File: config.mk
export PLATFORM = sky130hd
export DESIGN_NAME = portalTop
export DESIGN_NICKNAME = d
export VERILOG_FILES = /design/src/portalPkg.sv /design/src/beatIf.sv /design/src/burstSplitter.sv /design/src/ctrlRegs.sv /design/src/portalFifo.sv /design/src/portalTop.sv /design/src/readPath.sv /design/src/writePath.sv
export SDC_FILE = /design/constraint.sdc
export NUM_CORES = 1
export LEC_CHECK = 0
export ABC_AREA = 1
export ABC_CLOCK_PERIOD_IN_PS = 3730
export BUFFER_PORTS_ARGS = -buffer_cell sky130_fd_sc_hd__buf_2
export CELL_PAD_IN_SITES_DETAIL_PLACEMENT = 0
export CELL_PAD_IN_SITES_GLOBAL_PLACEMENT = 1
export CORE_UTILIZATION = 41
export DETAILED_ROUTE_END_ITERATION = 8
export PLACE_DENSITY_LB_ADDON = 0.1
export SYNTH_ARGS = -nofsm -noshare
export SYNTH_HDL_FRONTEND = slang
export SYNTH_SLANG_ARGS = --single-unit
File: constraint.sdc
create_clock -name CLK -period 3.73 [get_ports CLK]
set_input_delay 0 -clock CLK [delete_from_list [all_inputs] [get_ports CLK]]
set_output_delay 0 -clock CLK [all_outputs]
set_load 0.005 [all_outputs]
File: src/portalPkg.sv
package portalPkg;

  // bus and beat geometry
  localparam int addrWidth   = 13;
  localparam int dataWidth   = 32;
  localparam int idWidth     = 6;
  localparam int lenWidth    = 4;  // beats minus one
  localparam int offsetWidth = 5;
  localparam int wordBytes   = 4;

  // address bit 12
  typedef enum logic {
    reqPortal = 1'b0,
    indPortal = 1'b1
  } portalSel_e;

  typedef enum logic [offsetWidth-1:0] {
    ctrlIntStatus   = 5'd0,
    ctrlIntEnable   = 5'd4,
    ctrlNumTiles    = 5'd8,
    ctrlQueueStatus = 5'd12,
    ctrlPortalId    = 5'd16,
    ctrlNumPortals  = 5'd20
  } ctrlReg_e;

  localparam logic [dataWidth-1:0] numTiles    = 32'd1;
  localparam logic [dataWidth-1:0] numPortals  = 32'd2;
  localparam logic [dataWidth-1:0] reqPortalId = 32'd5;
  localparam logic [dataWidth-1:0] indPortalId = 32'd6;
  localparam logic [dataWidth-1:0] ctrlFiller  = 32'h005A05A0;  // unlisted ctrl offsets

  // user page layout
  localparam logic [offsetWidth-1:0] userDataOffset  = 5'd0;
  localparam logic [offsetWidth-1:0] userSpaceOffset = 5'd4;

endpackage

File: src/beatIf.sv
// one word beat of a split burst
interface beatIf;
  logic                              valid;
  logic [portalPkg::offsetWidth-1:0] offset;
  logic [portalPkg::idWidth-1:0]     id;
  logic                              last;
  portalPkg::portalSel_e             portal;
  logic                              ctrlPage;  // bits 11..5 were zero
  logic                              ready;

  modport source (
    output valid, offset, id, last, portal, ctrlPage,
    input  ready
  );

  modport sink (
    input  valid, offset, id, last, portal, ctrlPage,
    output ready
  );

endinterface

File: src/burstSplitter.sv
module burstSplitter (
  input  logic                            CLK,
  input  logic                            nRST,
  input  logic                            cmdValid,
  output logic                            cmdReady,
  input  logic [portalPkg::addrWidth-1:0] cmdAddr,
  input  logic [portalPkg::lenWidth-1:0]  cmdLen,
  input  logic [portalPkg::idWidth-1:0]   cmdId,
  beatIf.source                           beat
);
  localparam int offsetWidth = portalPkg::offsetWidth;
  localparam int addrWidth   = portalPkg::addrWidth;

  logic                              busy;
  logic [portalPkg::lenWidth-1:0]    remain;  // beats left after this one
  logic                              beatFire;
  logic                              cmdFire;

  assign beatFire   = beat.valid && beat.ready;
  assign cmdReady   = !busy || (beatFire && beat.last);  // back to back bursts
  assign cmdFire    = cmdValid && cmdReady;
  assign beat.valid = busy;
  assign beat.last  = (remain == '0);

  always_ff @(posedge CLK) begin
    if (!nRST) begin
      busy <= 1'b0;
    end else if (cmdFire) begin
      busy <= 1'b1;
    end else if (beatFire && beat.last) begin
      busy <= 1'b0;
    end
  end

  // decode portal and page once per burst
  always_ff @(posedge CLK) begin
    if (cmdFire) begin
      beat.offset   <= cmdAddr[offsetWidth-1:0];
      beat.id       <= cmdId;
      beat.portal   <= portalPkg::portalSel_e'(cmdAddr[addrWidth-1]);
      beat.ctrlPage <= (cmdAddr[addrWidth-2:offsetWidth] == '0);
      remain        <= cmdLen;
    end else if (beatFire) begin
      beat.offset <= beat.offset + offsetWidth'(portalPkg::wordBytes);  // wraps mod 32
      remain      <= remain - 1'b1;
    end
  end

endmodule

File: src/ctrlRegs.sv
module ctrlRegs (
  input  logic                            CLK,
  input  logic                            nRST,
  input  portalPkg::ctrlReg_e             rdOffset,
  input  portalPkg::portalSel_e           rdPortal,
  output logic [portalPkg::dataWidth-1:0] rdData,
  input  logic                            wrEn,
  input  portalPkg::ctrlReg_e             wrOffset,
  input  logic [portalPkg::dataWidth-1:0] wrData,
  input  logic                            indValid,
  output logic                            interrupt
);
  localparam int dataWidth = portalPkg::dataWidth;

  logic intEnable;
  logic pending;  // indication word waiting

  assign pending   = (rdPortal == portalPkg::indPortal) && indValid;
  assign interrupt = indValid && intEnable;

  always_ff @(posedge CLK) begin
    if (!nRST) begin
      intEnable <= 1'b0;
    end else if (wrEn && (wrOffset == portalPkg::ctrlIntEnable)) begin
      intEnable <= wrData[0];
    end
  end

  always_comb begin
    case (rdOffset)
      portalPkg::ctrlIntStatus:   rdData = dataWidth'(pending);
      portalPkg::ctrlNumTiles:    rdData = portalPkg::numTiles;
      portalPkg::ctrlQueueStatus: rdData = dataWidth'(pending);
      portalPkg::ctrlNumPortals:  rdData = portalPkg::numPortals;
      portalPkg::ctrlPortalId: begin
        if (rdPortal == portalPkg::indPortal) begin
          rdData = portalPkg::indPortalId;
        end else begin
          rdData = portalPkg::reqPortalId;
        end
      end
      default: rdData = portalPkg::ctrlFiller;  // enable offset lands here too
    endcase
  end

endmodule

File: src/portalFifo.sv
module portalFifo #(
  parameter int width = 32,
  parameter int depth = 2
) (
  input  logic             CLK,
  input  logic             nRST,
  input  logic             enq,
  input  logic [width-1:0] dIn,
  input  logic             deq,
  output logic [width-1:0] dOut,
  output logic             full,
  output logic             empty
);
  localparam int ptrWidth = (depth > 1) ? $clog2(depth) : 1;
  localparam int cntWidth = $clog2(depth + 1);

  logic [width-1:0]    mem [depth];
  logic [ptrWidth-1:0] wrPtr;
  logic [ptrWidth-1:0] rdPtr;
  logic [cntWidth-1:0] count;
  logic                doEnq;
  logic                doDeq;

  function automatic logic [ptrWidth-1:0] nextPtr(input logic [ptrWidth-1:0] p);
    return (p == ptrWidth'(depth - 1)) ? '0 : p + 1'b1;  // wrap for any depth
  endfunction

  assign full  = (count == cntWidth'(depth));
  assign empty = (count == '0);
  assign doEnq = enq && !full;
  assign doDeq = deq && !empty;
  assign dOut  = mem[rdPtr];

  always_ff @(posedge CLK) begin
    if (doEnq) begin
      mem[wrPtr] <= dIn;
    end
  end

  always_ff @(posedge CLK) begin
    if (!nRST) begin
      wrPtr <= '0;
      rdPtr <= '0;
      count <= '0;
    end else begin
      if (doEnq) wrPtr <= nextPtr(wrPtr);
      if (doDeq) rdPtr <= nextPtr(rdPtr);
      case ({doEnq, doDeq})
        2'b10:   count <= count + 1'b1;
        2'b01:   count <= count - 1'b1;
        default: count <= count;  // both or neither
      endcase
    end
  end

endmodule

File: src/portalTop.sv
module portalTop #(
  parameter int readDepth  = 2,
  parameter int writeDepth = 2
) (
  input  logic                            CLK,
  input  logic                            nRST,
  input  logic                            arValid,
  output logic                            arReady,
  input  logic [portalPkg::addrWidth-1:0] arAddr,
  input  logic [portalPkg::lenWidth-1:0]  arLen,
  input  logic [portalPkg::idWidth-1:0]   arId,
  output logic                            rValid,
  input  logic                            rReady,
  output logic [portalPkg::dataWidth-1:0] rData,
  output logic [portalPkg::idWidth-1:0]   rId,
  output logic                            rLast,
  input  logic                            awValid,
  output logic                            awReady,
  input  logic [portalPkg::addrWidth-1:0] awAddr,
  input  logic [portalPkg::lenWidth-1:0]  awLen,
  input  logic [portalPkg::idWidth-1:0]   awId,
  input  logic                            wValid,
  output logic                            wReady,
  input  logic [portalPkg::dataWidth-1:0] wData,
  input  logic                            wLast,
  output logic                            bValid,
  input  logic                            bReady,
  output logic [portalPkg::idWidth-1:0]   bId,
  output logic [1:0]                      bResp,
  output logic                            reqValid,
  input  logic                            reqReady,
  output logic [portalPkg::dataWidth-1:0] reqData,
  input  logic                            indValid,
  output logic                            indReady,
  input  logic [portalPkg::dataWidth-1:0] indData,
  output logic                            interrupt
);
  portalPkg::ctrlReg_e             ctrlOffset;
  portalPkg::portalSel_e           ctrlPortal;
  logic [portalPkg::dataWidth-1:0] ctrlData;
  logic                            ctrlWrEn;
  portalPkg::ctrlReg_e             ctrlWrOffset;
  logic [portalPkg::dataWidth-1:0] ctrlWrData;

  readPath #(.readDepth(readDepth)) rdPath (
    .CLK(CLK), .nRST(nRST),
    .arValid(arValid), .arReady(arReady), .arAddr(arAddr), .arLen(arLen), .arId(arId),
    .rValid(rValid), .rReady(rReady), .rData(rData), .rId(rId), .rLast(rLast),
    .indValid(indValid), .indReady(indReady), .indData(indData), .reqReady(reqReady),
    .ctrlOffset(ctrlOffset), .ctrlPortal(ctrlPortal), .ctrlData(ctrlData)
  );

  writePath #(.writeDepth(writeDepth)) wrPath (
    .CLK(CLK), .nRST(nRST),
    .awValid(awValid), .awReady(awReady), .awAddr(awAddr), .awLen(awLen), .awId(awId),
    .wValid(wValid), .wReady(wReady), .wData(wData), .wLast(wLast),
    .bValid(bValid), .bReady(bReady), .bId(bId), .bResp(bResp),
    .reqValid(reqValid), .reqReady(reqReady), .reqData(reqData),
    .ctrlWrEn(ctrlWrEn), .ctrlWrOffset(ctrlWrOffset), .ctrlWrData(ctrlWrData)
  );

  // shared control page, read side muxed by the read beat's portal
  ctrlRegs ctrl (
    .CLK(CLK), .nRST(nRST),
    .rdOffset(ctrlOffset), .rdPortal(ctrlPortal), .rdData(ctrlData),
    .wrEn(ctrlWrEn), .wrOffset(ctrlWrOffset), .wrData(ctrlWrData),
    .indValid(indValid), .interrupt(interrupt)
  );

endmodule

File: src/readPath.sv
module readPath #(
  parameter int readDepth = 2
) (
  input  logic                            CLK,
  input  logic                            nRST,
  input  logic                            arValid,
  output logic                            arReady,
  input  logic [portalPkg::addrWidth-1:0] arAddr,
  input  logic [portalPkg::lenWidth-1:0]  arLen,
  input  logic [portalPkg::idWidth-1:0]   arId,
  output logic                            rValid,
  input  logic                            rReady,
  output logic [portalPkg::dataWidth-1:0] rData,
  output logic [portalPkg::idWidth-1:0]   rId,
  output logic                            rLast,
  input  logic                            indValid,
  output logic                            indReady,
  input  logic [portalPkg::dataWidth-1:0] indData,
  input  logic                            reqReady,
  output portalPkg::ctrlReg_e             ctrlOffset,
  output portalPkg::portalSel_e           ctrlPortal,
  input  logic [portalPkg::dataWidth-1:0] ctrlData
);
  localparam int dataWidth = portalPkg::dataWidth;
  localparam int qWidth    = dataWidth + portalPkg::idWidth + 1;

  logic                 qFull;
  logic                 qEmpty;
  logic                 beatFire;
  logic                 indSlot;   // indication data register
  logic                 reqSlot;   // request space register
  logic [dataWidth-1:0] word;
  logic [qWidth-1:0]    qIn;
  logic [qWidth-1:0]    qOut;

  beatIf rdBeat ();

  burstSplitter splitter (
    .CLK      (CLK),
    .nRST     (nRST),
    .cmdValid (arValid),
    .cmdReady (arReady),
    .cmdAddr  (arAddr),
    .cmdLen   (arLen),
    .cmdId    (arId),
    .beat     (rdBeat.source)
  );

  assign rdBeat.ready = !qFull;
  assign beatFire     = rdBeat.valid && rdBeat.ready;

  assign indSlot = !rdBeat.ctrlPage && (rdBeat.portal == portalPkg::indPortal)
                   && (rdBeat.offset == portalPkg::userDataOffset);
  assign reqSlot = !rdBeat.ctrlPage && (rdBeat.portal == portalPkg::reqPortal)
                   && (rdBeat.offset == portalPkg::userSpaceOffset);

  assign ctrlOffset = portalPkg::ctrlReg_e'(rdBeat.offset);
  assign ctrlPortal = rdBeat.portal;
  assign indReady   = beatFire && indSlot;  // pop only when the beat is queued

  always_comb begin
    if (rdBeat.ctrlPage) begin
      word = ctrlData;
    end else if (indSlot) begin
      word = indValid ? indData : '0;
    end else if (reqSlot) begin
      word = dataWidth'(reqReady);
    end else begin
      word = '0;
    end
  end

  assign qIn = {word, rdBeat.id, rdBeat.last};

  portalFifo #(
    .width (qWidth),
    .depth (readDepth)
  ) readQueue (
    .CLK   (CLK),
    .nRST  (nRST),
    .enq   (beatFire),
    .dIn   (qIn),
    .deq   (rValid && rReady),
    .dOut  (qOut),
    .full  (qFull),
    .empty (qEmpty)
  );

  assign rValid              = !qEmpty;
  assign {rData, rId, rLast} = qOut;

endmodule

File: src/writePath.sv
module writePath #(
  parameter int writeDepth = 2
) (
  input  logic                            CLK,
  input  logic                            nRST,
  input  logic                            awValid,
  output logic                            awReady,
  input  logic [portalPkg::addrWidth-1:0] awAddr,
  input  logic [portalPkg::lenWidth-1:0]  awLen,
  input  logic [portalPkg::idWidth-1:0]   awId,
  input  logic                            wValid,
  output logic                            wReady,
  input  logic [portalPkg::dataWidth-1:0] wData,
  input  logic                            wLast,
  output logic                            bValid,
  input  logic                            bReady,
  output logic [portalPkg::idWidth-1:0]   bId,
  output logic [1:0]                      bResp,
  output logic                            reqValid,
  input  logic                            reqReady,
  output logic [portalPkg::dataWidth-1:0] reqData,
  output logic                            ctrlWrEn,
  output portalPkg::ctrlReg_e             ctrlWrOffset,
  output logic [portalPkg::dataWidth-1:0] ctrlWrData
);
  localparam int dataWidth = portalPkg::dataWidth;
  localparam int idWidth   = portalPkg::idWidth;

  logic                 lastSeen;  // wLast taken, wait for next AW
  logic                 awFire;
  logic                 wFire;
  logic                 wFull;
  logic                 wEmpty;
  logic [dataWidth-1:0] wHead;
  logic                 bFull;
  logic                 bEmpty;
  logic                 toReq;
  logic                 respOk;
  logic                 beatFire;

  beatIf wrBeat ();

  burstSplitter splitter (
    .CLK      (CLK),
    .nRST     (nRST),
    .cmdValid (awValid),
    .cmdReady (awReady),
    .cmdAddr  (awAddr),
    .cmdLen   (awLen),
    .cmdId    (awId),
    .beat     (wrBeat.source)
  );

  assign awFire = awValid && awReady;
  assign wReady = !lastSeen && !wFull;
  assign wFire  = wValid && wReady;

  always_ff @(posedge CLK) begin
    if (!nRST) begin
      lastSeen <= 1'b1;  // no W before the first AW
    end else if (awFire) begin
      lastSeen <= 1'b0;
    end else if (wFire && wLast) begin
      lastSeen <= 1'b1;
    end
  end

  portalFifo #(
    .width (dataWidth),
    .depth (writeDepth)
  ) dataQueue (
    .CLK   (CLK),
    .nRST  (nRST),
    .enq   (wFire),
    .dIn   (wData),
    .deq   (beatFire),
    .dOut  (wHead),
    .full  (wFull),
    .empty (wEmpty)
  );

  // pair the beat with the head W word
  assign toReq  = !wrBeat.ctrlPage && (wrBeat.portal == portalPkg::reqPortal);
  assign respOk = !wrBeat.last || !bFull;

  assign reqValid     = wrBeat.valid && !wEmpty && respOk && toReq;
  assign reqData      = wHead;
  assign wrBeat.ready = !wEmpty && respOk && (!toReq || reqReady);
  assign beatFire     = wrBeat.valid && wrBeat.ready;

  assign ctrlWrEn     = beatFire && wrBeat.ctrlPage;
  assign ctrlWrOffset = portalPkg::ctrlReg_e'(wrBeat.offset);
  assign ctrlWrData   = wHead;

  portalFifo #(
    .width (idWidth),
    .depth (writeDepth)
  ) respQueue (
    .CLK   (CLK),
    .nRST  (nRST),
    .enq   (beatFire && wrBeat.last),  // one B per burst
    .dIn   (wrBeat.id),
    .deq   (bValid && bReady),
    .dOut  (bId),
    .full  (bFull),
    .empty (bEmpty)
  );

  assign bValid = !bEmpty;
  assign bResp  = 2'b00;  // always OKAY

endmodule
# Yosys cells after proc, flatten, opt, wreduce, memory -nomap -nowiden
# Memories as Yosys holds them, arrays and structs flattened. A register that Yosys moved wholly into a read port is not among the register bits.
# Cells that the tools add are included.
# Widths: inputs -> output; s select.
dict set report totals {
  ff_bits 50
  latch_bits 0
  ramBits 154
  mem_bits_ro 0
  inputBits 120
  out_inout_bits 87
  wordCells 166
  memories 3
}
dict set report op_classes {
  add_sub_neg 16
  multipliers 0
  div_mod_pow 0
  order_cmp 0
  eq_ne 15
  n_shift 0
  n_mux 41
  bitwise 2
  n_reduce_logical 66
}
# memory words width rd rd_ports_with_merged_regs wr line_no
set mem_list {}
lappend mem_list {rdPath.readQueue.mem 2 39 1 1 1 portalFifo.sv:17} ;# logic [width-1:0] mem [depth];
lappend mem_list {wrPath.dataQueue.mem 2 32 1 1 1 portalFifo.sv:17}
lappend mem_list {wrPath.respQueue.mem 2 6 1 1 1 portalFifo.sv:17}
# cell n
set ops {}
lappend ops {{$pmux 32 s4} 1}
lappend ops {{$mux 32} 3}
lappend ops {{$logic_and 1x1->1} 32}
lappend ops {{$mux 1} 25}
lappend ops {{$mux 5} 4}
lappend ops {{$mux 4} 4}
lappend ops {{$reduce_bool 2->1} 8}
lappend ops {{$logic_not 7->1} 2}
lappend ops {{$logic_not 1->1} 13}
lappend ops {{$eq 2x2->1 const B} 6}
lappend ops {{$pmux 2 s2} 3}
lappend ops {{$add 5x3->5 const B} 2}
lappend ops {{$eq 5x3->1 const B} 2}
lappend ops {{$eq 5x4->1 const B} 2}
lappend ops {{$eq 5x5->1 const B} 2}
lappend ops {{$logic_not 4->1} 2}
lappend ops {{$sub 4x1->4 const B} 2}
lappend ops {{$add 1x1->1 const B} 6}
lappend ops {{$add 2x1->2 const B} 3}
lappend ops {{$eq 2x1->1 const B} 3}
lappend ops {{$logic_not 2->1} 3}
lappend ops {{$sub 2x1->2 const B} 3}
lappend ops {{$logic_not 5->1} 1}
lappend ops {{$logic_or 1x1->1} 4}
lappend ops {{other kinds (3)} 4}

# Logic depth before layout (Yosys ltp)
# Gate-level depths: netlist (run 1).
dict set report depth {
  depth_word 10
  ltp_mapped 10
  ltp_nobuf 10
}

# Modules after synthesis
# Synthesis (run 1) repeated with hierarchy kept, for this count alone.
dict set report unflattened {
  cells_unflattened 762
  hier_area_um2 9631.7
}
# mod n_inst cells_per_inst area_each_um2
set by_module_without_submodules {}
lappend by_module_without_submodules {{portalFifo at rdPath.readQueue} 1 161 3106.7}
lappend by_module_without_submodules {{portalFifo at wrPath.dataQueue} 1 140 2715.1}
lappend by_module_without_submodules {{burstSplitter at rdPath.splitter} 1 75 829.5}
lappend by_module_without_submodules {{burstSplitter at wrPath.splitter} 1 73 825.8}
lappend by_module_without_submodules {{portalFifo at wrPath.respQueue} 1 59 696.9}
lappend by_module_without_submodules {readPath 1 129 690.7}
lappend by_module_without_submodules {writePath 1 61 387.9}
lappend by_module_without_submodules {ctrlRegs 1 64 379.1}

# Worst setup path after synthesis (run 1)
# OpenSTA, ideal clock, no wires.
dict set report synth_timing {
  path_kind {register to register}
  startpoint {register rdPath.splitter.busy, in the netlist rdPath.splitter.beat.valid}
  endpoint {memory rdPath.readQueue.mem[0][0] (netlist bit), enable pin}
  arrival_ns 2.175
  t_required_ns 3.295
  path_slack_ns 1.120
  path_stages_with_launch 3
  synth_period_minus_slack_ns 2.610
  cell_sequence {dfxtp_1 > o21ai_4 > nor2_1}
}
dict set report synth_via {
  elab_chain_len 4
}
# element line_no
set synth_lines {}
lappend synth_lines {{start: declaration} burstSplitter.sv:14} ;# logic busy;
lappend synth_lines {{start signal: assignment} burstSplitter.sv:27} ;# busy <= 1'b0;
lappend synth_lines {{start signal: assignment} burstSplitter.sv:29} ;# busy <= 1'b1;
lappend synth_lines {{start signal: assignment} burstSplitter.sv:31} ;# busy <= 1'b0;
lappend synth_lines {{$logic_and 1x1->1} readPath.sv:50} ;# assign beatFire = rdBeat.valid && rdBeat.ready;
lappend synth_lines {{$logic_and 1x1->1} portalFifo.sv:30} ;# assign doEnq = enq && !full;
lappend synth_lines {{$mux 1} portalFifo.sv:35} ;# if (doEnq) begin
lappend synth_lines {{$mux 1 (implied by the code)} portalFifo.sv:36} ;# mem[wrPtr] <= dIn;
lappend synth_lines {{end: declaration} portalFifo.sv:17}
# Every way passes these cells.

# Final worst setup path (run 1)
dict set report layout_timing {
  startpoint {register rdPath.splitter.remain[0] (netlist bit)}
  endpoint {register rdPath.splitter.beat.offset[3], data pin}
}
dict set report layout_via {
  elab_chain_len 5
}
# element line_no
set layout_lines {}
lappend layout_lines {{start: declaration} burstSplitter.sv:15} ;# logic [portalPkg::lenWidth-1:0] remain;
lappend layout_lines {{start signal: assignment} burstSplitter.sv:42} ;# remain <= cmdLen;
lappend layout_lines {{start signal: assignment} burstSplitter.sv:45} ;# remain <= remain - 1'b1;
lappend layout_lines {{$logic_not 4->1} burstSplitter.sv:23} ;# assign beat.last = (remain == '0);
lappend layout_lines {{$logic_and 1x1->1} burstSplitter.sv:20} ;# assign cmdReady = !busy || (beatFire && beat.last);
lappend layout_lines {{$logic_or 1x1->1} burstSplitter.sv:20}
lappend layout_lines {{$logic_and 1x1->1} burstSplitter.sv:21} ;# assign cmdFire = cmdValid && cmdReady;
lappend layout_lines {{$mux 5} burstSplitter.sv:37} ;# if (cmdFire) begin
lappend layout_lines {{end signal: assignment} burstSplitter.sv:38} ;# beat.offset <= cmdAddr[offsetWidth-1:0];
lappend layout_lines {{end signal: assignment} burstSplitter.sv:44} ;# beat.offset <= beat.offset + offsetWidth'(portalPkg::wordBytes);
lappend layout_lines {{end: declaration} beatIf.sv:12} ;# output valid, offset, id, last, portal, ctrlPage,
# Every way passes these cells.
# A chain may end at the register's enable or synchronous reset.

==> metrics.txt, run 1 <==
library cells used by synthesis=32; post-route clock period utilization=59.3%; diode count=0; Max Root-Sink Buffers=3; Num CTS Buffers=22; total wire length=17500 um; Synth Area per Inst=14.3 sq um; gpl congestion=0.762; fin util=58.6%; Req. time, crit path=4080 ps; worst slew pin tran=1190 ps; Crit path buffers/inverters=3; CP arrival=2570 ps; slowest cell delay on critical path=540 ps; Worst path slowest cell=dlygate4sd3_1; Max Cap Violations=0; number of fill cells in the layout=1637; Die H=145 um; final setup TNS=0 ps; Power Density=495 nW/um^2; routed vias/inst=4.62; Max Clock Skew=7.98 ps; Min-Delay Startpoint=indValid; die width=145 um; clock root cell=clkbuf_16; family with the most delay on the worst path=buffers and inverters; initial antenna violation count=0; largest net degree at the start of global routing=40; HP Class=primary input to flip-flop; WHS Path Cells=3; Hold EP=rdPath.readQueue.mem[1][33]; commonest non-fill, non-tap cell in the layout=buf_2; Final nets=1048; number of global-route vias before repair=5758; Reg2Reg Depth=9; crit-path cells=inv_1 > ha_1 > nand2_1 > o21ai_4 > nand2_4 > inv_2 > nand2_1 > nand2_1 > dlygate4sd3_1; total track usage=16.4%; Ys Warns=0; IO Port Bufs=204; Post-Syn Instances=588; #FFs+latches synth=207; area grow syn2layout=38.2%; postcts setup bufs=0; top cell type's share of synthesized area=67.3%; RSZ-0062 raised after global routing=false; Setup WS pre-CTS=1740 ps; drt drc=0; status=completed; CP Class=flip-flop to flip-flop; global route total overflow=0; r2r endpoint=rdPath.splitter.beat.offset[3]; Synth area leaders=edfxtp_1, mux2_2, dfxtp_1; initial core utilization=42.4%; die area=21000 sq um; Clk pin slew, worst setup/hold paths=60 ps; CP endpoint kind=flip-flop; Worst-Skew Late Latency=490 ps; global-route wire length before repair=27700 um; CTS sink count=207; synthesized area=8390 sq um; largest area contributor in the netlist=edfxtp_1; CTS H-tree lvls=1; leakage=4.72 nW; Critical Path Source Type=flip-flop; most frequent CP cell=nand2_1; sequential share of the synthesized area=71.8%; Post-DRT Antenna Nets=0; Wirelength per Cell=14.6 um; r2r setup slk=1520 ps; fmax=452 MHz; boundary pin count=207; peak supply drop=340 uV; layout cells sized above 1=35.9%; vias post-DR=5529; min Tclk post-route=2210 ps; Final Hold Fails=0; Core Region=19800 sq um; 1st-pass router iterations=4; CTS tree=built; Slew Limit Fails=0; Detail Placement HPWL=11500 um; crit-path max FO=21; commonest cells after routing, fill and taps aside=buf_2, edfxtp_1, dlygate4sd3_1; # setup viols final=0; RR Startpoint=rdPath.splitter.remain[0]; violation count after the first detailed-route iteration=213; std cell rows=51; Rel. slew slack=20.7%; post-route setup slack=1520 ps
-- logic make-up (layout without fill, tap and decap cells) --
group           count (synthesis)  count (layout)  share of synthesized area (%)
other cells                     1               2                         0.0447
mux                            77              77                           10.3
compound gates                 37              37                           2.55
xor+xnor                        7               7                          0.731
simple gates                  178             178                           9.35
flops                         207             207                           71.8
buf+inv                        70             413                           3.53
fa+ha+maj                      11              11                           1.64
-- Yosys cell counts, drive strengths merged --
master	instances
ha	11
conb	1
nand3	17
dfxtp	19
mux2	77
inv	52
nor2	56
nor3	5
and3	2
o21a	1
a31o	1
nor3b	1
o21ai	19
buf	13
edfxtp	188
nand2	90
a21oi	16
xor2	4
nand4	4
clkbuf	5
xnor2	3
nor4	3
-- stage by stage --
step | cells | area (sq um) | power [mW] | hold WS [ps]
6_report | 1197 | 11600 | 5.74 | 53.7
5_1_grt | 1197 | 11600 | 5.98 | 48.3
4_1_cts | 1197 | 11600 | 5.81 | 34.1
3_5_place_dp | 1043 | 9690 | 3.45 | 178
3_3_place_gp | 1043 | 9690 | 3.43 | 176
2_1_floorplan | 589 | 8390 | 3.18 | 98.9
-- worst max path at each step --
stage | startpoint | to | slack [ps] | depth (start not counted)
after global routing | rdPath.splitter.beat.offset[2] | indReady | 1310 | 7
after detailed placement | wrPath.splitter.remain[0] | wrPath.splitter.beat.id[2] | 1740 | 7
final | rdPath.splitter.remain[0] | rdPath.splitter.beat.offset[3] | 1520 | 9
after global placement | wrPath.splitter.remain[0] | wrPath.respQueue.count[1] | 1810 | 9
after floorplan | rdPath.splitter.beat.valid | rdPath.readQueue.mem[0][0] | 1120 | 2
after CTS | rdPath.splitter.beat.offset[2] | indReady | 1500 | 7
-- timing repair --
action                    in CTS  in global routing
resized for setup              0                  0
hold buffers                 115                  0
hold endpoints to repair     179                  0
-- worst min-delay path, cell delays in order --
cell     delay (ps)
buf_2           230
nand2_1         100
nor2_1           50
-- layout make-up --
type	instances	area, sq um	area share (%)
flip-flops and latches	207	6030	52.0
clock inverters	13	169	1.46
inverters	52	195	1.68
repair buffers	322	2190	18.9
well taps	265	332	2.86
multi-input cells	312	2090	18.0
clock buffers	26	587	5.06
-- state kept, by name (all words and copies together) (netlist names), 4 cells and up, named ones only --
signal / cells
wrPath.respQueue.mem: 12
wrPath.dataQueue.mem: 64
rdPath.splitter.remain: 4
rdPath.splitter.beat.id: 6
wrPath.splitter.beat.offset: 5
rdPath.splitter.beat.offset: 5
rdPath.readQueue.mem: 78
wrPath.splitter.beat.id: 6
wrPath.splitter.remain: 4
-- metal layers --
layer | up-vias | global-route usage, % | share of wire (%)
li1 | 2732 | - | -
met1 | 2608 | 19.9 | 43
met2 | 158 | 29.4 | 50
met3 | 31 | 2.80 | 4.7
met4 | 0 | 5.21 | 2.2
met5 | - | 0 | 0
-- report_power, final --
part	switching [mW]	leakage (nW)	internal [mW]	total, mW
logic	0.334	2.42	0.373	0.707
registers	0.0915	1.92	2.69	2.78
clock network	0.850	0.370	1.40	2.25
Power figures use the tool's default switching activity.
==> run 2: changes to the inputs <==
--- a/config.mk
+++ b/config.mk
@@ -6,7 +6,7 @@
 export NUM_CORES = 1
 export LEC_CHECK = 0
 export ABC_AREA = 1
-export ABC_CLOCK_PERIOD_IN_PS = 3730
+export ABC_CLOCK_PERIOD_IN_PS = 2300
 export BUFFER_PORTS_ARGS = -buffer_cell sky130_fd_sc_hd__buf_2
 export CELL_PAD_IN_SITES_DETAIL_PLACEMENT = 0
 export CELL_PAD_IN_SITES_GLOBAL_PLACEMENT = 1
==> constraint.sdc (replaced) <==
create_clock -name CLK -period 2.3 [get_ports CLK]
set_input_delay 0 -clock CLK [delete_from_list [all_inputs] [get_ports CLK]]
set_output_delay 0 -clock CLK [all_outputs]
set_load 0.005 [all_outputs]
==> metrics.txt, run 2 (same netlist as run 1, synthesis figures left out) <==
HP Class=primary input to flip-flop; RSZ-0062 raised after global routing=false; Final nets=1053 (+0.48%); std cell rows=51 (unchanged); clock root cell=clkbuf_16; largest net degree at the start of global routing=40 (unchanged); Worst-Skew Late Latency=490 ps (about the same); Final Hold Fails=0 (unchanged); number of global-route vias before repair=5956 (+3.4%); min Tclk post-route=2140 ps (-69.1 ps); crit-path max FO=13 (-38%); fmax=467 MHz (+3.2%); total track usage=17.0% (+0.62 points); Storage cell area=6030 sq um (unchanged); Multi-input gate area=2090 sq um (unchanged); CTS sink count=207 (unchanged); peak supply drop=513 uV (+51%); IO Port Bufs=204 (unchanged); die width=145 um (unchanged); area grow syn2layout=38.5%; Detail Placement HPWL=11400 um (-1.1%); routed vias/inst=4.65 (+0.70%); Rel. slew slack=62.4% (+42 points); Critical Path Source Type=flip-flop; Post-DRT Antenna Nets=0 (unchanged); Core Region=19800 sq um (unchanged); biggest regs=rdPath.readQueue.mem x78, wrPath.dataQueue.mem x64, wrPath.respQueue.mem x12; Max Cap Violations=0 (unchanged); Slew Limit Fails=0 (unchanged); Num CTS Buffers=22 (unchanged); Req. time, crit path=2680 ps (-1400 ps); commonest non-fill, non-tap cell in the layout=buf_2; CTS tree=built; initial antenna violation count=1 (+1); die area=21000 sq um (unchanged); layout cells sized above 1=36.0% (+0.090 points); post-route clock period utilization=93.1% (+34 points); CP arrival=2520 ps (-50 ps); Die H=145 um (unchanged); leakage=4.73 nW (+0.15%); post-route setup slack=158 ps (-1360 ps); violation count after the first detailed-route iteration=280 (+31%); CP endpoint kind=flip-flop; CTS H-tree lvls=1 (unchanged); # setup viols final=0 (unchanged); Wirelength per Cell=14.8 um (+1.3%); total wire length=17800 um (+1.9%); Clk pin slew, worst setup/hold paths=60 ps (about the same); boundary pin count=207 (unchanged); fin util=58.8% (+0.15 points); vias post-DR=5600 (+1.3%); global-route wire length before repair=28700 um (+3.6%); drt drc=0 (unchanged); max reg flops=78 (unchanged); CP Class=flip-flop to flip-flop; number of fill cells in the layout=1669 (+2.0%); worst slew pin tran=561 ps (-625 ps); Largest Register=rdPath.readQueue.mem; 1st-pass router iterations=4 (unchanged); status=completed; WHS=31.5 ps (-22.2 ps); Power Density=771 nW/um^2 (+56%); global route total overflow=0 (unchanged); Max Clock Skew=5.89 ps (-2.09 ps); Setup WS pre-CTS=358 ps (-1380 ps); final setup TNS=0 ps (unchanged); commonest cells after routing, fill and taps aside=buf_2, edfxtp_1, dlygate4sd3_1; Max Root-Sink Buffers=3 (unchanged); gpl congestion=0.831 (+9.1%); initial core utilization=42.4% (unchanged); Total Power=8.96 mW (+56%)
run 2: critical path: stages, from the launching register on:
cell	delay (ps)
edfxtp_1	380
inv_1	90
ha_1	190
nor3b_2	240
nand4_4	160
nand2_4	160
nand2_4	130
nand2_1	90
nand2_1	40
dlygate4sd3_1	550
run 2: path summary, 6_finish.rpt:
check | cells after the start | end | from | slack [ps]
setup / recovery | 9 | wrPath.lastSeen | wrPath.splitter.remain[0] | 160
hold / removal | 4 | rdPath.readQueue.mem[1][7] | reqReady | 30
setup reg to reg | 9 | wrPath.lastSeen | wrPath.splitter.remain[0] | 160
hold reg to reg | 1 | flip-flop | rdPath.readQueue.rdPtr | 450
run 2: cell type report:
class                   count  area share, %
flip-flops and latches    207           51.8
repair buffers            327           19.7
multi-input cells         312           18.0
clock buffers              30           5.35
well taps                 265           2.85
inverters                  52           1.75
clock inverters            10          0.441
diodes                      1         0.0215
run 2: power by group:
group / internal (mW) / switching (mW)
clock: 1.89 / 1.37
sequential: 4.36 / 0.0976
combinational: 0.635 / 0.602
run 2: metrics by stage:
| step | instances | area [sq um] |
|---|---|---|
| floorplan | 589 | 8400 |
| global placement | 1047 | 9780 |
| detailed placement | 1047 | 9780 |
| CTS | 1202 | 11600 |
| global route | 1203 | 11600 |
| finish | 1204 | 11600 |
run 2: what timing repair did:
item / CTS / global route
resized for setup: 0 / 4
setup buffers: 0 / 1
hold endpoints to repair: 179 / 0
setup endpoints to repair: 0 / 2
hold buffers: 115 / 0
run 2: routing by layer:
metal / up-vias / track usage, % / wire (um)
li1: 2747 / - / -
met1: 2681 / 20.5 / 7550
met2: 153 / 30.5 / 8980
met3: 19 / 3.74 / 1020
met4: 0 / 4.53 / 295
met5: - / 0 / 0
==> run 3: changes to the inputs <==
--- a/config.mk
+++ b/config.mk
@@ -12,6 +12,7 @@
 export CELL_PAD_IN_SITES_GLOBAL_PLACEMENT = 1
 export CORE_UTILIZATION = 41
 export DETAILED_ROUTE_END_ITERATION = 8
+export MAX_ROUTING_LAYER = met4
 export PLACE_DENSITY_LB_ADDON = 0.1
 export SYNTH_ARGS = -nofsm -noshare
 export SYNTH_HDL_FRONTEND = slang
==> metrics.txt, run 3 (same netlist as run 1, synthesis figures left out) <==
status=completed; Die H=145 um (unchanged); global route total overflow=0 (unchanged); CTS sink count=207 (unchanged); Slew Limit Fails=0 (unchanged); number of global-route vias before repair=5942 (-0.24%); final setup TNS=0 ps (unchanged); die area=21000 sq um (unchanged); peak supply drop=513 uV (about the same); # setup viols final=0 (unchanged); Post-DRT Antenna Nets=0 (unchanged); crit-path cells=inv_1 > ha_1 > nor3b_2 > nand4_4 > nand2_4 > nand2_4 > nand2_1 > nand2_1 > dlygate4sd3_1; routed vias/inst=4.63 (-0.38%); post-placement cell area=9780 sq um (unchanged); Worst-Skew Late Latency=490 ps (about the same); Detail Placement HPWL=11400 um (unchanged); area grow syn2layout=38.5% (unchanged); Max Root-Sink Buffers=3 (unchanged); CP arrival=2520 ps (about the same); Max Cap Violations=0 (unchanged); min Tclk post-route=2140 ps (-0.0800 ps); CTS H-tree lvls=1 (unchanged); gpl congestion=0.844 (+1.5%); initial antenna violation count=1 (unchanged); Clk pin slew, worst setup/hold paths=60 ps (about the same); Num CTS Buffers=22 (unchanged); Final nets=1053 (unchanged); commonest cells after routing, fill and taps aside=buf_2, edfxtp_1, dlygate4sd3_1; fin cells=1204 (unchanged); fmax=467 MHz (about the same); total wire length=17900 um (about the same); total track usage=17.5% (+0.54 points); max reg flops=78 (unchanged); HP Class=primary input to flip-flop; IO Port Bufs=204 (unchanged); Worst path slowest cell=dlygate4sd3_1; CP Class=flip-flop to flip-flop; post-route clock period utilization=93.1% (about the same); die width=145 um (unchanged); slowest cell delay on critical path=550 ps (about the same); largest net degree at the start of global routing=40 (unchanged); CTS tree=built; crit-path max FO=13 (unchanged); boundary pin count=207 (unchanged); std cell rows=51 (unchanged); CP endpoint kind=flip-flop; worst slew pin tran=567 ps (+5.19 ps); RSZ-0062 raised after global routing=false; WHS=30.9 ps (-0.640 ps); commonest non-fill, non-tap cell in the layout=buf_2; Rel. slew slack=62.1% (-0.35 points); Largest Register=rdPath.readQueue.mem; Cells after DPL=1047 (unchanged); layout cells sized above 1=36.0% (unchanged); number of fill cells in the layout=1669 (unchanged); 1st-pass router iterations=5 (+1); vias post-DR=5579 (-0.38%); clock root cell=clkbuf_16; Req. time, crit path=2680 ps (about the same); leakage=4.73 nW (unchanged); initial core utilization=42.4% (unchanged); drt drc=0 (unchanged); Power Density=771 nW/um^2 (about the same); Core Region=19800 sq um (unchanged); global-route wire length before repair=28800 um (+0.19%); Final Hold Fails=0 (unchanged); Max Clock Skew=6.62 ps (+0.733 ps); Wirelength per Cell=14.8 um (about the same); biggest regs=rdPath.readQueue.mem x78, wrPath.dataQueue.mem x64, wrPath.respQueue.mem x12; fin area=11600 sq um (unchanged); Critical Path Source Type=flip-flop; violation count after the first detailed-route iteration=294 (+5.0%)
run 3: cell counts in the layout (fill, tap and decap cells not counted):
No cell type changed its count.
run 3: path summary, 6_finish.rpt:
| check | startpoint | endpoint | slack, ps | cells after the start |
|---|---|---|---|---|
| min | reqReady | rdPath.readQueue.mem[1][7] | 30 | 4 |
| max | wrPath.splitter.remain[0] | wrPath.lastSeen | 160 | 9 |
| max reg2reg | wrPath.splitter.remain[0] | wrPath.lastSeen | 160 | 9 |
| min reg2reg | rdPath.readQueue.rdPtr | flip-flop | 450 | 1 |
run 3: area by class of cell:
type / count / area [sq um] / share of cell area (%)
Sequential cell: 207 / 6030 / 51.8
Multi-Input combinational cell: 312 / 2090 / 18.0
Antenna cell: 1 / 2.50 / 0.0215
Clock inverter: 10 / 51.3 / 0.441
Timing Repair Buffer: 327 / 2290 / 19.7
Inverter: 52 / 204 / 1.75
Clock buffer: 30 / 622 / 5.35
Tap cell: 265 / 332 / 2.85
run 3: timing repair:
item                                   4_1_cts  5_1_grt
setup endpoints to repair                    0        2
resized for setup                            0        4
hold buffers                               115        0
setup buffers                                0        1
endpoints found under the hold margin      179        0
run 3: routing by layer:
| layer | track usage, % | up-vias | share of wire, % |
|---|---|---|---|
| met5 | - | - | 0 |
| met4 | 4.53 | 0 | 1.7 |
| met3 | 3.46 | 19 | 5.4 |
| met2 | 30.4 | 151 | 50 |
| met1 | 20.9 | 2665 | 43 |
| li1 | - | 2744 | - |
run 3: critical path: cells and delay by family, from the launching register on:
| kind | cells | cell delay, ps |
|---|---|---|
| buffers and inverters | 2 | 640 |
| flip-flops | 1 | 380 |
| adder cells (fa/ha/maj) | 1 | 190 |
| AND/OR/NAND/NOR | 6 | 820 |
run 3: power by group:
part,switching [mW],internal [mW],leakage (nW)
combinational,0.603,0.635,2.47
sequential,0.0974,4.36,1.92
clock,1.38,1.89,0.330
total,2.08,6.89,4.73
run 3: metrics by stage:
step / worst slack [ps] / power, mW / utilization [%]
after CTS: 25.1 / 9.08 / 58.7
after floorplan: -310 / 5.15 / -
after global routing: 23.5 / 9.37 / 58.8
after detailed placement: 358 / 5.62 / 49.4
final: 158 / 8.97 / 58.8
after global placement: 398 / 5.59 / 49.4
